==> src/hdl/pat_pkg.sv <==
package pat_pkg;

	// ============================================================
	// widths and sizes
	// ============================================================
	localparam int I_WIDTH        = 20; // instruction word
	localparam int D_WIDTH        = 8;  // acc, memory and field data
	localparam int PC_WIDTH       = 10;
	localparam int FIELDP_WIDTH   = 5;
	localparam int BUFP_WIDTH     = 3;
	localparam int DMEM_DEPTH     = 16;
	localparam int DMEM_ADR_WIDTH = 4;

	// ============================================================
	// instruction field layout
	// ============================================================
	localparam int F_FIELDP_MSB = 19; // next field pointer
	localparam int F_FIELDP_LSB = 15;
	localparam int F_COND_MSB   = 14;
	localparam int F_COND_LSB   = 13;
	localparam int F_FIELD_OP   = 12; // 1 selects field as operand / destination
	localparam int F_OP8_MSB    = 11;
	localparam int F_OP8_LSB    = 8;
	localparam int F_IMM_MSB    = 7;
	localparam int F_IMM_LSB    = 0;
	localparam int F_OP3_MSB    = 7;  // i3 opcode sits in the i8 immediate
	localparam int F_OP3_LSB    = 4;
	localparam int F_IMM3_MSB   = 2;
	localparam int F_IMM3_LSB   = 0;
	localparam int F_OP0_MSB    = 3;
	localparam int F_OP0_LSB    = 0;
	localparam int SETB_SIDE_BIT = 3; // setb: 1 = high side buffer

	localparam logic [3:0] PREFIX = 4'b1111; // escape to the next class
	localparam int FIELD_LATENCY = 4;        // fieldwp lags fieldp by this
	localparam logic [I_WIDTH-1:0] INSTR_NOP = 20'h00FFF; // i0 nop, cond always

	// ============================================================
	// opcodes and conditions
	// ============================================================
	typedef enum logic [3:0] {
		OP8_OR = 4'h0, OP8_AND = 4'h1, OP8_ADDM = 4'h2, OP8_SUBM = 4'h3,
		OP8_ADD = 4'h4, OP8_SUB = 4'h5, OP8_LDI = 4'h6, OP8_LDM = 4'h7,
		OP8_BF = 4'h8, OP8_STM = 4'hB, OP8_ORM = 4'hD, OP8_ANDM = 4'hE
	} op8_e;

	typedef enum logic [3:0] {
		OP3_SHL = 4'h0, OP3_SHLO = 4'h1, OP3_SHR = 4'h2, OP3_ASR = 4'h3,
		OP3_IN = 4'h5, OP3_OUT = 4'h8, OP3_SETB = 4'h9
	} op3_e;

	typedef enum logic [3:0] {
		OP0_NOT = 4'h0, OP0_MOV = 4'h1, OP0_TEST = 4'h2, OP0_NOP = 4'hF
	} op0_e;

	typedef enum logic [1:0] {
		COND_ALWAYS = 2'd0, COND_NEG = 2'd1, COND_ZERO = 2'd2, COND_ALWAYS_ALT = 2'd3
	} cond_e;

	typedef enum logic [3:0] {
		ALU_OR, ALU_AND, ALU_NOT, ALU_ADD, ALU_SUB,
		ALU_SHL, ALU_SHLO, ALU_SHR, ALU_ASR, ALU_PASS_B
	} alu_op_e;

endpackage

==> src/hdl/pat_alu.sv <==
`timescale 1ns/1ps

module pat_alu import pat_pkg::*; (
	input  logic [D_WIDTH-1:0] i_a,      // acc or selected field input
	input  logic [D_WIDTH-1:0] i_b,      // immediate or memory word
	input  alu_op_e            i_alu_op,
	output logic [D_WIDTH-1:0] o_y
);

	logic [2:0]         sh;              // shift distance
	logic [D_WIDTH-1:0] shl_y;
	logic [D_WIDTH-1:0] shlo_y;
	logic [D_WIDTH-1:0] shr_y;
	logic [D_WIDTH-1:0] asr_y;
	logic [D_WIDTH-1:0] fill_ones;       // low ones vacated by shlo
	logic [D_WIDTH-1:0] b_addsub;
	logic [D_WIDTH-1:0] addsub_y;

	assign sh = i_b[2:0];

	// ============================================================
	// shifter
	// ============================================================
	assign shl_y     = i_a << sh;
	assign fill_ones = ~({D_WIDTH{1'b1}} << sh);
	assign shlo_y    = shl_y | fill_ones;
	assign shr_y     = i_a >> sh;                     // logical
	assign asr_y     = D_WIDTH'($signed(i_a) >>> sh); // sign bit copied in

	// single adder for add and sub, mod 256
	assign b_addsub = (i_alu_op == ALU_SUB) ? ~i_b : i_b;
	assign addsub_y = i_a + b_addsub + D_WIDTH'(i_alu_op == ALU_SUB);

	// result select
	always_comb
	begin
		case (i_alu_op)
			ALU_OR:     o_y = i_a | i_b;
			ALU_AND:    o_y = i_a & i_b;
			ALU_NOT:    o_y = ~i_a;
			ALU_ADD:    o_y = addsub_y;
			ALU_SUB:    o_y = addsub_y;
			ALU_SHL:    o_y = shl_y;
			ALU_SHLO:   o_y = shlo_y;
			ALU_SHR:    o_y = shr_y;
			ALU_ASR:    o_y = asr_y;
			ALU_PASS_B: o_y = i_b;       // ldi, ldm
			default:    o_y = i_b;
		endcase
	end

endmodule

==> src/hdl/pat_commit.sv <==
`timescale 1ns/1ps

module pat_commit import pat_pkg::*; (
	input  logic                      clk,
	input  logic                      reset,
	input  logic [D_WIDTH-1:0]        i_alu_y,
	input  cond_e                     i_cond,
	input  logic                      i_field_op,
	input  logic                      i_dest_acc,
	input  logic                      i_dest_field,
	input  logic                      i_dest_dmem,
	input  logic                      i_op_out,
	input  logic                      i_op_setb,
	input  logic                      i_op_test,
	input  logic                      i_op_mov,
	input  logic                      i_op_in,
	input  logic [D_WIDTH-1:0]        i_imm,
	input  logic [D_WIDTH-1:0]        i_field_in_low,
	input  logic [D_WIDTH-1:0]        i_field_in_high,
	input  logic [D_WIDTH-1:0]        i_inputs,
	output logic [D_WIDTH-1:0]        o_acc,
	output logic                      o_high_sel,     // 1 = high side buffer
	output logic                      o_dmem_we,
	output logic [DMEM_ADR_WIDTH-1:0] o_dmem_wadr,
	output logic [D_WIDTH-1:0]        o_dmem_wdata,
	output logic                      o_field_we_low,
	output logic                      o_field_we_high,
	output logic [D_WIDTH-1:0]        o_field_out,
	output logic [D_WIDTH-1:0]        o_outputs,
	output logic [BUFP_WIDTH-1:0]     o_bufp
);

	logic               z, n;           // flags, only touched by test
	logic               commit;         // condition met this cycle
	logic [D_WIDTH-1:0] field_sel;      // live field input on the selected side
	logic [D_WIDTH-1:0] result;
	logic [D_WIDTH-1:0] test_val;

	assign field_sel = o_high_sel ? i_field_in_high : i_field_in_low;

	// condition check against current flags
	always_comb
	begin
		case (i_cond)
			COND_NEG:  commit = n;
			COND_ZERO: commit = z;
			default:   commit = 1'b1; // codes 0 and 3
		endcase
	end

	assign result   = i_op_in ? i_inputs : i_alu_y;
	assign test_val = i_field_op ? field_sel : o_acc;

	// ============================================================
	// store path, written by the memory at this edge
	// ============================================================
	assign o_dmem_we    = commit && i_dest_dmem;
	assign o_dmem_wadr  = i_imm[DMEM_ADR_WIDTH-1:0];
	assign o_dmem_wdata = i_field_op ? field_sel : o_acc;

	always_ff @(posedge clk)
	begin
		if (reset)
		begin
			o_acc           <= '0;
			z               <= 1'b0;
			n               <= 1'b0;
			o_bufp          <= '0;
			o_high_sel      <= 1'b0;
			o_outputs       <= '0;
			o_field_out     <= '0;
			o_field_we_low  <= 1'b0;
			o_field_we_high <= 1'b0;
		end
		else
		begin
			// enables are single-cycle pulses
			o_field_we_low  <= commit && i_dest_field && !o_high_sel;
			o_field_we_high <= commit && i_dest_field && o_high_sel;
			if (commit)
			begin
				if (i_dest_acc)
					o_acc <= i_op_mov ? field_sel : result;        // mov loads field into acc
				if (i_dest_field)
					o_field_out <= i_op_mov ? o_acc : result;      // mov writes acc out
				if (i_op_out)
					o_outputs <= o_acc;
				if (i_op_setb)
				begin
					o_bufp     <= i_imm[BUFP_WIDTH-1:0];
					o_high_sel <= i_imm[SETB_SIDE_BIT];
				end
				if (i_op_test)
				begin
					z <= (test_val == '0);
					n <= test_val[D_WIDTH-1];
				end
			end
		end
	end

endmodule

==> src/hdl/pat_data_mem.sv <==
`timescale 1ns/1ps

module pat_data_mem import pat_pkg::*; (
	input  logic                      clk,
	input  logic [DMEM_ADR_WIDTH-1:0] i_radr,
	output logic [D_WIDTH-1:0]        o_rdata,
	input  logic                      i_we,
	input  logic [DMEM_ADR_WIDTH-1:0] i_wadr,
	input  logic [D_WIDTH-1:0]        i_wdata
);

	logic [D_WIDTH-1:0] mem [DMEM_DEPTH];

	// async read, a same-cycle write is not visible yet
	assign o_rdata = mem[i_radr];

	always_ff @(posedge clk)
	begin
		if (i_we)
			mem[i_wadr] <= i_wdata;
	end

endmodule

==> src/hdl/pat_decode.sv <==
`timescale 1ns/1ps

module pat_decode import pat_pkg::*; (
	input  logic                      clk,
	input  logic                      reset,
	input  logic [I_WIDTH-1:0]        i_instruction,
	input  logic [D_WIDTH-1:0]        i_dmem_data,     // async read of o_dmem_adr
	output logic                      o_jump,
	output logic [D_WIDTH-1:0]        o_branch_offset,
	output logic [DMEM_ADR_WIDTH-1:0] o_dmem_adr,
	output alu_op_e                   o_alu_op,
	output logic [D_WIDTH-1:0]        o_alu_b,
	output cond_e                     o_cond,
	output logic                      o_field_op,
	output logic                      o_dest_acc,
	output logic                      o_dest_field,
	output logic                      o_dest_dmem,
	output logic                      o_op_out,
	output logic                      o_op_setb,
	output logic                      o_op_test,
	output logic                      o_op_mov,
	output logic                      o_op_in,
	output logic [D_WIDTH-1:0]        o_imm,
	output logic [FIELDP_WIDTH-1:0]   o_fieldp,
	output logic [FIELDP_WIDTH-1:0]   o_fieldwp
);

	logic [I_WIDTH-1:0] instr_d;             // D stage instruction register
	logic [D_WIDTH-1:0] imm8;
	logic [D_WIDTH-1:0] imm3_ext;
	logic               is_i8, is_i3;
	op8_e               op8;
	op3_e               op3;
	op0_e               op0;
	alu_op_e            alu_op_d;
	logic               dest_reg, src_dmem;  // writes acc/field ; B from memory
	logic               stm_d, bf_d, out_d, setb_d, test_d, mov_d, in_d;
	logic [FIELDP_WIDTH-1:0] fieldp_hist [FIELD_LATENCY];

	// ============================================================
	// D stage: field split and class decode
	// ============================================================
	assign imm8     = instr_d[F_IMM_MSB:F_IMM_LSB];
	assign imm3_ext = {{(D_WIDTH-(F_IMM3_MSB-F_IMM3_LSB+1)){1'b0}},
		instr_d[F_IMM3_MSB:F_IMM3_LSB]};
	assign op8 = op8_e'(instr_d[F_OP8_MSB:F_OP8_LSB]);
	assign op3 = op3_e'(instr_d[F_OP3_MSB:F_OP3_LSB]);
	assign op0 = op0_e'(instr_d[F_OP0_MSB:F_OP0_LSB]);

	assign is_i8 = (instr_d[F_OP8_MSB:F_OP8_LSB] != PREFIX);
	assign is_i3 = !is_i8 && (instr_d[F_OP3_MSB:F_OP3_LSB] != PREFIX); // else i0

	always_comb
	begin
		alu_op_d = ALU_PASS_B; // ld*, mov and in ignore the ALU
		dest_reg = 1'b0;
		src_dmem = 1'b0;
		stm_d    = 1'b0;
		bf_d     = 1'b0;
		out_d    = 1'b0;
		setb_d   = 1'b0;
		test_d   = 1'b0;
		mov_d    = 1'b0;
		in_d     = 1'b0;
		if (is_i8)
		begin
			case (op8)
				OP8_OR:   begin alu_op_d = ALU_OR;  dest_reg = 1'b1; end
				OP8_AND:  begin alu_op_d = ALU_AND; dest_reg = 1'b1; end
				OP8_ADD:  begin alu_op_d = ALU_ADD; dest_reg = 1'b1; end
				OP8_SUB:  begin alu_op_d = ALU_SUB; dest_reg = 1'b1; end
				OP8_ORM:  begin alu_op_d = ALU_OR;  dest_reg = 1'b1; src_dmem = 1'b1; end
				OP8_ANDM: begin alu_op_d = ALU_AND; dest_reg = 1'b1; src_dmem = 1'b1; end
				OP8_ADDM: begin alu_op_d = ALU_ADD; dest_reg = 1'b1; src_dmem = 1'b1; end
				OP8_SUBM: begin alu_op_d = ALU_SUB; dest_reg = 1'b1; src_dmem = 1'b1; end
				OP8_LDI:  dest_reg = 1'b1;                      // pass immediate
				OP8_LDM:  begin dest_reg = 1'b1; src_dmem = 1'b1; end
				OP8_STM:  stm_d = 1'b1;
				OP8_BF:   bf_d = 1'b1;
				default:  ;                                     // unused codes do nothing
			endcase
		end
		else if (is_i3)
		begin
			case (op3)
				OP3_SHL:  begin alu_op_d = ALU_SHL;  dest_reg = 1'b1; end
				OP3_SHLO: begin alu_op_d = ALU_SHLO; dest_reg = 1'b1; end
				OP3_SHR:  begin alu_op_d = ALU_SHR;  dest_reg = 1'b1; end
				OP3_ASR:  begin alu_op_d = ALU_ASR;  dest_reg = 1'b1; end
				OP3_IN:   begin in_d = 1'b1; dest_reg = 1'b1; end
				OP3_OUT:  out_d = 1'b1;
				OP3_SETB: setb_d = 1'b1;
				default:  ;
			endcase
		end
		else
		begin
			case (op0)
				OP0_NOT:  begin alu_op_d = ALU_NOT; dest_reg = 1'b1; end
				OP0_MOV:  begin mov_d = 1'b1; dest_reg = 1'b1; end // direction from field bit
				OP0_TEST: test_d = 1'b1;
				default:  ;                                          // nop
			endcase
		end
	end

	// branch and memory read act straight from the D register
	assign o_jump          = bf_d;
	assign o_branch_offset = imm8;
	assign o_dmem_adr      = imm8[DMEM_ADR_WIDTH-1:0];

	// ============================================================
	// D and E registers
	// ============================================================
	always_ff @(posedge clk)
	begin
		if (reset)
		begin
			instr_d      <= INSTR_NOP;
			o_alu_op     <= ALU_PASS_B;
			o_cond       <= COND_ALWAYS;
			o_field_op   <= 1'b0;
			o_dest_acc   <= 1'b0;
			o_dest_field <= 1'b0;
			o_dest_dmem  <= 1'b0;
			o_op_out     <= 1'b0;
			o_op_setb    <= 1'b0;
			o_op_test    <= 1'b0;
			o_op_mov     <= 1'b0;
			o_op_in      <= 1'b0;
		end
		else
		begin
			instr_d      <= i_instruction;
			o_alu_op     <= alu_op_d;
			o_cond       <= cond_e'(instr_d[F_COND_MSB:F_COND_LSB]);
			o_field_op   <= instr_d[F_FIELD_OP];
			o_dest_acc   <= dest_reg && !instr_d[F_FIELD_OP];
			o_dest_field <= dest_reg && instr_d[F_FIELD_OP];
			o_dest_dmem  <= stm_d;
			o_op_out     <= out_d;
			o_op_setb    <= setb_d;
			o_op_test    <= test_d;
			o_op_mov     <= mov_d;
			o_op_in      <= in_d;
		end
	end

	// operand payload, only looked at when a destination flag is set
	always_ff @(posedge clk)
	begin
		o_alu_b <= src_dmem ? i_dmem_data : (is_i8 ? imm8 : imm3_ext);
		o_imm   <= imm8; // raw bits: stm address, setb pointer and side
	end

	// field pointer and its write-side copy FIELD_LATENCY edges later
	always_ff @(posedge clk)
	begin
		if (reset)
		begin
			o_fieldp <= '0;
			for (int i = 0; i < FIELD_LATENCY; i++)
				fieldp_hist[i] <= '0;
		end
		else
		begin
			o_fieldp       <= instr_d[F_FIELDP_MSB:F_FIELDP_LSB];
			fieldp_hist[0] <= o_fieldp;
			for (int i = 1; i < FIELD_LATENCY; i++)
				fieldp_hist[i] <= fieldp_hist[i-1]; // shift toward the write side
		end
	end

	assign o_fieldwp = fieldp_hist[FIELD_LATENCY-1];

endmodule

==> src/hdl/pat_program_counter.sv <==
`timescale 1ns/1ps

module pat_program_counter import pat_pkg::*; (
	input  logic                clk,
	input  logic                reset,
	input  logic                i_jump,    // bf in D stage
	input  logic [D_WIDTH-1:0]  i_offset,  // signed branch distance
	output logic [PC_WIDTH-1:0] o_pc
);

	logic [PC_WIDTH-1:0] offset_ext;

	// sign extend so negative offsets branch back
	assign offset_ext = {{(PC_WIDTH-D_WIDTH){i_offset[D_WIDTH-1]}}, i_offset};

	always_ff @(posedge clk)
	begin
		if (reset)
			o_pc <= '0;
		else if (i_jump)
			o_pc <= o_pc + offset_ext;
		else
			o_pc <= o_pc + PC_WIDTH'(1);
	end

endmodule

==> src/hdl/pat_top.sv <==
`timescale 1ns/1ps

module pat_top import pat_pkg::*; (
	input  logic                    clk,
	input  logic                    reset,
	input  logic [I_WIDTH-1:0]      i_instruction,
	input  logic [D_WIDTH-1:0]      i_field_in_low,
	input  logic [D_WIDTH-1:0]      i_field_in_high,
	input  logic [D_WIDTH-1:0]      i_inputs,
	output logic [PC_WIDTH-1:0]     o_pc,
	output logic                    o_jump,
	output logic [BUFP_WIDTH-1:0]   o_bufp,
	output logic [FIELDP_WIDTH-1:0] o_fieldp,
	output logic [FIELDP_WIDTH-1:0] o_fieldwp,
	output logic                    o_field_we_low,
	output logic                    o_field_we_high,
	output logic [D_WIDTH-1:0]      o_field_out,
	output logic [D_WIDTH-1:0]      o_acc,
	output logic [D_WIDTH-1:0]      o_outputs
);

	logic [D_WIDTH-1:0]        branch_offset;
	logic [DMEM_ADR_WIDTH-1:0] dmem_radr, dmem_wadr;
	logic [D_WIDTH-1:0]        dmem_rdata, dmem_wdata;
	logic                      dmem_we;
	alu_op_e                   e_alu_op;
	logic [D_WIDTH-1:0]        e_alu_b, e_imm, alu_y;
	cond_e                     e_cond;
	logic                      e_field_op, e_dest_acc, e_dest_field, e_dest_dmem;
	logic                      e_op_out, e_op_setb, e_op_test, e_op_mov, e_op_in;
	logic                      high_sel;

	// ============================================================
	// ALU A operand, acc or the field input on the selected side
	// ============================================================
	wire [D_WIDTH-1:0] alu_a = e_field_op ? (high_sel ? i_field_in_high : i_field_in_low) : o_acc;

	pat_decode u_decode (
		.clk(clk), .reset(reset), .i_instruction(i_instruction), .i_dmem_data(dmem_rdata),
		.o_jump(o_jump), .o_branch_offset(branch_offset), .o_dmem_adr(dmem_radr),
		.o_alu_op(e_alu_op), .o_alu_b(e_alu_b), .o_cond(e_cond), .o_field_op(e_field_op),
		.o_dest_acc(e_dest_acc), .o_dest_field(e_dest_field), .o_dest_dmem(e_dest_dmem),
		.o_op_out(e_op_out), .o_op_setb(e_op_setb), .o_op_test(e_op_test),
		.o_op_mov(e_op_mov), .o_op_in(e_op_in), .o_imm(e_imm),
		.o_fieldp(o_fieldp), .o_fieldwp(o_fieldwp)
	);

	pat_alu u_alu (.i_a(alu_a), .i_b(e_alu_b), .i_alu_op(e_alu_op), .o_y(alu_y));

	pat_commit u_commit (
		.clk(clk), .reset(reset), .i_alu_y(alu_y), .i_cond(e_cond), .i_field_op(e_field_op),
		.i_dest_acc(e_dest_acc), .i_dest_field(e_dest_field), .i_dest_dmem(e_dest_dmem),
		.i_op_out(e_op_out), .i_op_setb(e_op_setb), .i_op_test(e_op_test),
		.i_op_mov(e_op_mov), .i_op_in(e_op_in), .i_imm(e_imm),
		.i_field_in_low(i_field_in_low), .i_field_in_high(i_field_in_high),
		.i_inputs(i_inputs), .o_acc(o_acc), .o_high_sel(high_sel),
		.o_dmem_we(dmem_we), .o_dmem_wadr(dmem_wadr), .o_dmem_wdata(dmem_wdata),
		.o_field_we_low(o_field_we_low), .o_field_we_high(o_field_we_high),
		.o_field_out(o_field_out), .o_outputs(o_outputs), .o_bufp(o_bufp)
	);

	pat_data_mem u_dmem (
		.clk(clk), .i_radr(dmem_radr), .o_rdata(dmem_rdata),
		.i_we(dmem_we), .i_wadr(dmem_wadr), .i_wdata(dmem_wdata)
	);

	pat_program_counter u_pc (
		.clk(clk), .reset(reset), .i_jump(o_jump), .i_offset(branch_offset), .o_pc(o_pc)
	);

endmodule

==> config.mk <==
export PLATFORM = sky130hd
export DESIGN_NAME = pat_top
export DESIGN_NICKNAME = d
export VERILOG_FILES = /design/src/hdl/pat_pkg.sv /design/src/hdl/pat_alu.sv /design/src/hdl/pat_commit.sv /design/src/hdl/pat_data_mem.sv /design/src/hdl/pat_decode.sv /design/src/hdl/pat_program_counter.sv /design/src/hdl/pat_top.sv
export SDC_FILE = /design/constraint.sdc
export NUM_CORES = 1
export LEC_CHECK = 0
export BUFFER_PORTS_ARGS = -buffer_cell sky130_fd_sc_hd__buf_2
export CORE_ASPECT_RATIO = 1.2
export CORE_MARGIN = 8
export CORE_UTILIZATION = 45
export CTS_BUF_LIST = sky130_fd_sc_hd__clkbuf_4 sky130_fd_sc_hd__clkbuf_8 sky130_fd_sc_hd__clkbuf_16
export DETAILED_ROUTE_END_ITERATION = 16
export PLACE_DENSITY = 0.68
export SYNTH_ARGS = -nofsm -noshare
export SYNTH_HDL_FRONTEND = slang
export SYNTH_HIERARCHICAL = 1
export SYNTH_SLANG_ARGS = --single-unit
export TNS_END_PERCENT = 30
==> constraint.sdc <==
create_clock -name clk -period 3.3 [get_ports clk]
set_input_delay 0.66 -clock clk [delete_from_list [all_inputs] [get_ports clk]]
set_output_delay 0.66 -clock clk [all_outputs]
set_load 0.01 [all_outputs]
=== After elaboration in Yosys (flattened, before gate mapping) ===
Memories as Yosys holds them, arrays and structs flattened. A register that Yosys moved wholly into a read port is not among the register bits.
Index checks and enable logic that the tools add are counted.

* Bits in writable memories: 148
* Memories kept: 2
* Bits in registers: 94
* Output and inout port bits: 50

{| class="wikitable"
|+ Memories
! name !! words !! bits a word !! rd ports !! clocked after Yosys merged registers in !! write ports !! line !! text
|-
| u_dmem.mem || 16 || 8 || 1 || 1 || 1 || pat_data_mem.sv:12 || <nowiki>logic [D_WIDTH-1:0] mem [DMEM_DEPTH];</nowiki>
|-
| u_decode.fieldp_hist || 4 || 5 || 4 || 0 || 4 || pat_decode.sv:38 || <nowiki>logic [FIELDP_WIDTH-1:0] fieldp_hist [FIELD_LATENCY];</nowiki>
|}

* Reductions and logical operators: 32
* Eq/ne operators: 31
* Add/subtract/negate cells: 4
* Bitwise operators: 12
* Muxes and demuxes: 41
* Shift operators: 4

{| class="wikitable"
|+ Operators with widths
! kind !! count
|-
| $mux 8 || 8
|-
| $pmux 8 s8 || 1
|-
| $eq 4x3->1 const B || 9
|-
| $pmux 4 s4 || 2
|-
| $eq 4x2->1 const B || 7
|-
| $eq 4x4->1 const B || 7
|-
| $not 8->8 || 3
|-
| $mux 1 || 20
|-
| $mux 5 || 4
|-
| $eq 4x1->1 const B || 4
|-
| $logic_not 4->1 || 4
|-
| $mux 4 || 4
|-
| $or 8x8->8 || 2
|-
| $reduce_or 2->1 || 7
|-
| $add 10x1->10 const B || 1
|-
| $add 10x10->10 || 1
|-
| $mux 10 || 1
|-
| $reduce_and 2->1 || 5
|-
| $reduce_or 10->1 || 1
|-
| $reduce_or 5->1 || 2
|-
| $add 8x1->8 || 1
|-
| $add 8x8->8 || 1
|-
| $and 8x8->8 || 1
|-
| $logic_not 8->1 || 1
|-
| other kinds (13) || 27
|}

=== Depth between registers and ports, before layout ===
* Depth in word-level cells: 7
* Depth in mapped cells: 16
* Depth with buffers taken out: 15

=== Cells and area by module ===
Netlist, hierarchy kept.

{| class="wikitable"
|+ Modules (own cells, without submodules)
! module !! area each (um2) !! seq. area each (um2) !! times used !! cells each
|-
| pat_data_mem || 4987.3 || 3843.7 || 1 || 221
|-
| pat_decode || 2506.2 || 1521.5 || 1 || 216
|-
| pat_commit || 1626.6 || 640.6 || 1 || 212
|-
| pat_alu || 1512.7 || 0.0 || 1 || 225
|-
| pat_program_counter || 681.9 || 200.2 || 1 || 79
|-
| pat_top || 183.9 || 0.0 || 1 || 27
|}

=== Least setup slack after synthesis ===
No wires, ideal clock.

* Path type: reg-to-reg
* From: reg u_decode.instr_d[11]
* To: reg u_pc.o_pc[8]
* Slack: -0.015 ns
* Arrival time: 3.192 ns
* Required time: 3.177 ns
* Buffers on the path: 1
* Cell stages (with the launch flop): 13
* Path through: dfxtp_1 buf_4 inv_1 nor4_1 nand2b_1 ha_1 inv_1 fa_1 nor2b_4 o31a_1 or4_1 a31oi_1 mux2_1

* Word-level cells in the longest chain between the ends: 4
* Elaborated cells between the ends (all ways): 5
* Those cells by class: eq/ne: 2; mux: 3

{| class="wikitable"
|+ Ends and longest elaborated chain
! what !! line !! text
|-
| start: declaration || pat_decode.sv:28 || <nowiki>logic [I_WIDTH-1:0] instr_d;</nowiki>
|-
| start signal: assignment || pat_decode.sv:134 || <nowiki>instr_d <= i_instruction;</nowiki>
|-
| $eq 4x4->1 || pat_decode.sv:67 || <nowiki>case (op8)</nowiki>
|-
| $mux 1 || pat_decode.sv:67 ||
|-
| $mux 1 * || pat_decode.sv:65 || <nowiki>if (is_i8)</nowiki>
|-
| named net o_jump || pat_top.sv:11 || <nowiki>output logic o_jump,</nowiki>
|-
| $mux 10 * || pat_program_counter.sv:20 || <nowiki>else if (i_jump)</nowiki>
|-
| end signal: assignment || pat_program_counter.sv:21 || <nowiki>o_pc <= o_pc + offset_ext;</nowiki>
|-
| end signal: assignment || pat_program_counter.sv:23 || <nowiki>o_pc <= o_pc + PC_WIDTH'(1);</nowiki>
|-
| end: declaration || pat_program_counter.sv:8 || <nowiki>output logic [PC_WIDTH-1:0] o_pc</nowiki>
|}

Mark *: on every way through the listed nets, which the timed path passes. The rest lies on a longest branch.
A chain may end at the register's enable or synchronous reset.

=== Worst setup path in the final report ===
* From: reg u_decode.o_alu_op[3]
* To: reg u_commit.o_field_out[7]

* Word-level cells in the longest chain between the ends: 7
* Elaborated cells between the ends (all ways): 16
* Those cells by class: add/sub: 2; eq/ne: 8; mux: 4; reduce/logical: 2

{| class="wikitable"
|+ Ends and longest elaborated chain
! what !! line !! text
|-
| start: declaration || pat_decode.sv:11 || <nowiki>output alu_op_e o_alu_op,</nowiki>
|-
| start signal: assignment || pat_decode.sv:135 || <nowiki>o_alu_op <= alu_op_d;</nowiki>
|-
| $eq 4x3->1 || pat_alu.sv:31, pat_alu.sv:32, pat_alu.sv:37 ||
|-
| $mux 8 || pat_alu.sv:31 || <nowiki>assign b_addsub = (i_alu_op == ALU_SUB) ? ~i_b : i_b;</nowiki>
|-
| $add 8x8->8 || pat_alu.sv:32 || <nowiki>assign addsub_y = i_a + b_addsub + D_WIDTH'(i_alu_op == ALU_SUB);</nowiki>
|-
| $add 8x1->8 || pat_alu.sv:32 ||
|-
| $pmux 8 s8 * || pat_alu.sv:37 || <nowiki>case (i_alu_op)</nowiki>
|-
| named net alu_y[7] || pat_top.sv:27 || <nowiki>logic [D_WIDTH-1:0] e_alu_b, e_imm, alu_y;</nowiki>
|-
| $mux 8 * || pat_commit.sv:51 || <nowiki>assign result = i_op_in ? i_inputs : i_alu_y;</nowiki>
|-
| $mux 8 * || pat_commit.sv:85 || <nowiki>o_field_out <= i_op_mov ? o_acc : result;</nowiki>
|-
| end signal: assignment || pat_commit.sv:85 ||
|-
| end: declaration || pat_commit.sv:28 || <nowiki>output logic [D_WIDTH-1:0] o_field_out,</nowiki>
|}

Marks and branches as above.

==> qor.csv <==
metric,value,unit
dieArea,0.0307,mm^2
core-area,0.0252,mm^2
grt_overflow,0,
grt_pass1_vias,7826,
rr_worst_depth,14,
setup_slack,0.172,ns
synth_area,0.0114,mm^2
drt_iter0_markers,612,
hold-worst-slack,0.331,ns
nets,1154,
start_util,45.3,%
syn_nets,1046,
worst-path-max-fanout,4,
yosys_warnings,6,
wl,28.1,mm
cts_hold_buf,0,
rsz0062_at_grt,no,
area_growth,15.3,%
maxCapViolations,0,
gp_congestion,0.957,
reg2reg_from,u_decode/o_alu_op[3],
worstReg2RegEnd,u_commit/o_field_out[7],
port_buffers,95,
start_kind,register,
crit_required,3.68,ns
dp_slack,-0.144,ns
htreeDepth,1,
cts_tree,built,
powerDensity,531,mW/mm^2
setup_viol,0,
fillers,2171,
first_pass_iters,6,
cts_buffer_depth,3,
p_int,0.00531,W
drc,0,
worst_slew_pin_slew,0.842,ns
slew_viol_final,0,
hold_viol,0,
peakVddDrop,421,uV
root_buffer,clkbuf_16,
netSwitchingPower,0.00167,W
pwr-share-seq,47.4,%
fmax,320,MHz
fin_tns_setup,0,ns
insertion_delay,0.52,ns
min_from,i_instruction[4],
drive_gt1_share,23.8,%
dp_hpwl,19.6,mm
grt_pass1_wl,43.4,mm
crit_arrival,3.51,ns
dr_total_vias,7914,
die_x,161,um
p_leak,5.07,nW
post-route-period-util,94.8,%
clock_skew,0.0238,ns
grt_usage,17.8,%
syn_avg_cell_area,11.7,um^2
ff2ff_setup_slack,0.17,ns
antenna_cells,0,
place_area,0.0123,mm^2
grt_max_degree,70,
numCtsBuffers,24,
wl_per_cell,19.6,um
ant_nets,0,
io_pins,96,
hold_path.class,input pin to register,
vias_per_cell,5.53,
fin_util,52.2,%
p_sw_share,24.0,%
synth_cells,976,
clkPwrFrac,40.0,%
clkSinkCount,242,
rows,64,
antenna_found_initial,0,
status,completed,
design_area,0.0132,mm^2
fp.dieH,190,um
layout_min_cycle_time,3.13,ns
path_clk_slew,0.06,ns
critPathKind,register to register,
relSlewSlack,43.8,%
min_to,u_decode/instr_d[4],
whs_path_depth,2,
p_comb_share,12.6,%
end_kind,register,
==> worst max path at each step <==
| stage | start | endpoint | slack [ns] |
|---|---|---|---|
| final | u_decode/o_alu_op[3] | u_commit/o_field_out[7] | 0.17 |
| after global routing | u_decode/o_alu_op[3] | u_commit/o_acc[7] | 0.01 |
| after CTS | u_decode/o_alu_op[1] | u_commit/o_field_out[7] | 0.06 |
| after detailed placement | i_field_in_high[2] | u_commit/o_acc[7] | -0.14 |
| after global placement | i_field_in_high[2] | u_commit/o_acc[7] | -0.12 |
| after floorplan | i_field_in_high[1] | u_commit/o_acc[7] | -0.003 |
==> power by group through the flow <==
stage                     Clock [W]  Sequential (W)  Combinational, W
final                       0.00279         0.00331          0.000883
after global routing        0.00296         0.00332          0.000965
after CTS                   0.00285         0.00331          0.000873
after detailed placement          0         0.00338          0.000869
after global placement            0         0.00337          0.000860
after floorplan                   0         0.00336          0.000601
==> per-stage QoR <==
stage / total power (W) / std cells
after floorplan: 0.00396 / 976
after global placement: 0.00423 / 1387
after detailed placement: 0.00424 / 1387
after CTS: 0.00703 / 1431
after global routing: 0.00724 / 1432
final: 0.00699 / 1432
==> state kept, by name, summed over array words and instances, names as in the netlist, 2 cells and up <==
| name | cells |
|---|---|
| u_decode/o_imm | 4 |
| u_dmem/mem | 128 |
| u_decode/instr_d | 20 |
| u_decode/o_alu_op | 4 |
| u_decode/o_fieldp | 5 |
| u_commit/o_acc | 8 |
| u_commit/o_field_out | 8 |
| u_pc/o_pc | 10 |
| u_commit/o_bufp | 3 |
| u_decode/fieldp_hist | 20 |
| u_commit/o_outputs | 8 |
| u_decode/o_cond | 2 |
| u_decode/o_alu_b | 8 |
==> per-layer routing <==
| metal | wire (um) | vias to the layer above | track usage (%) | share of wire, % |
|---|---|---|---|---|
| met1 | 11200 | 3841 | 21.3 | 40 |
| met4 | 810 | 0 | 6.67 | 2.9 |
| met2 | 14800 | 239 | 32.4 | 53 |
| li1 | - | 3783 | - | - |
| met5 | 0 | - | 0 | 0 |
| met3 | 1240 | 51 | 2.07 | 4.4 |
==> placed cells by master, fill, tap and decap left out, drive strengths merged, types with 9 or more instances in the layout <==
cell type	instances
buf	156
edfxtp	128
dfxtp	114
nand2	88
a21oi	74
nor2	58
nor2b	52
nand3	35
mux4	34
clkbuf	31
o21ai	27
mux2i	25
nand2b	23
ha	22
inv	20
a22oi	19
nor3	19
or2	16
and2	12
xor2	11
a21o	9
a211o	9
xnor2	9
==> worst max-delay path: stages, from the launching register on <==
cell and delay, ns:
dfxtp_1 0.33, nor4b_4 0.26, buf_4 0.19, xnor2_2 0.14, ha_1 0.29, and4_1 0.25
a211oi_4 0.25, o21ai_2 0.12, o31ai_4 0.19, xnor2_1 0.10, a221o_1 0.29, nor2b_1 0.13
a211o_1 0.30, nand3_1 0.09, a21oi_1 0.07
==> what timing repair did <==
action / 4_1_cts / 5_1_grt
setup buffers: 0 / 1
endpoints found under the setup margin: 0 / 12
hold endpoints to repair: 0 / 0
resized for setup: 0 / 7
==> layout make-up <==
| cell class | count | area [um^2] | area share, % |
|---|---|---|---|
| clock buffers | 31 | 677 | 5.14 |
| multi-input cells | 640 | 4780 | 36.3 |
| flip-flops and latches | 242 | 6130 | 46.6 |
| repair buffers | 156 | 936 | 7.11 |
| well taps | 330 | 413 | 3.14 |
| clock inverters | 13 | 155 | 1.18 |
| inverters | 20 | 75.1 | 0.570 |
(Power assumes the default switching activity.)
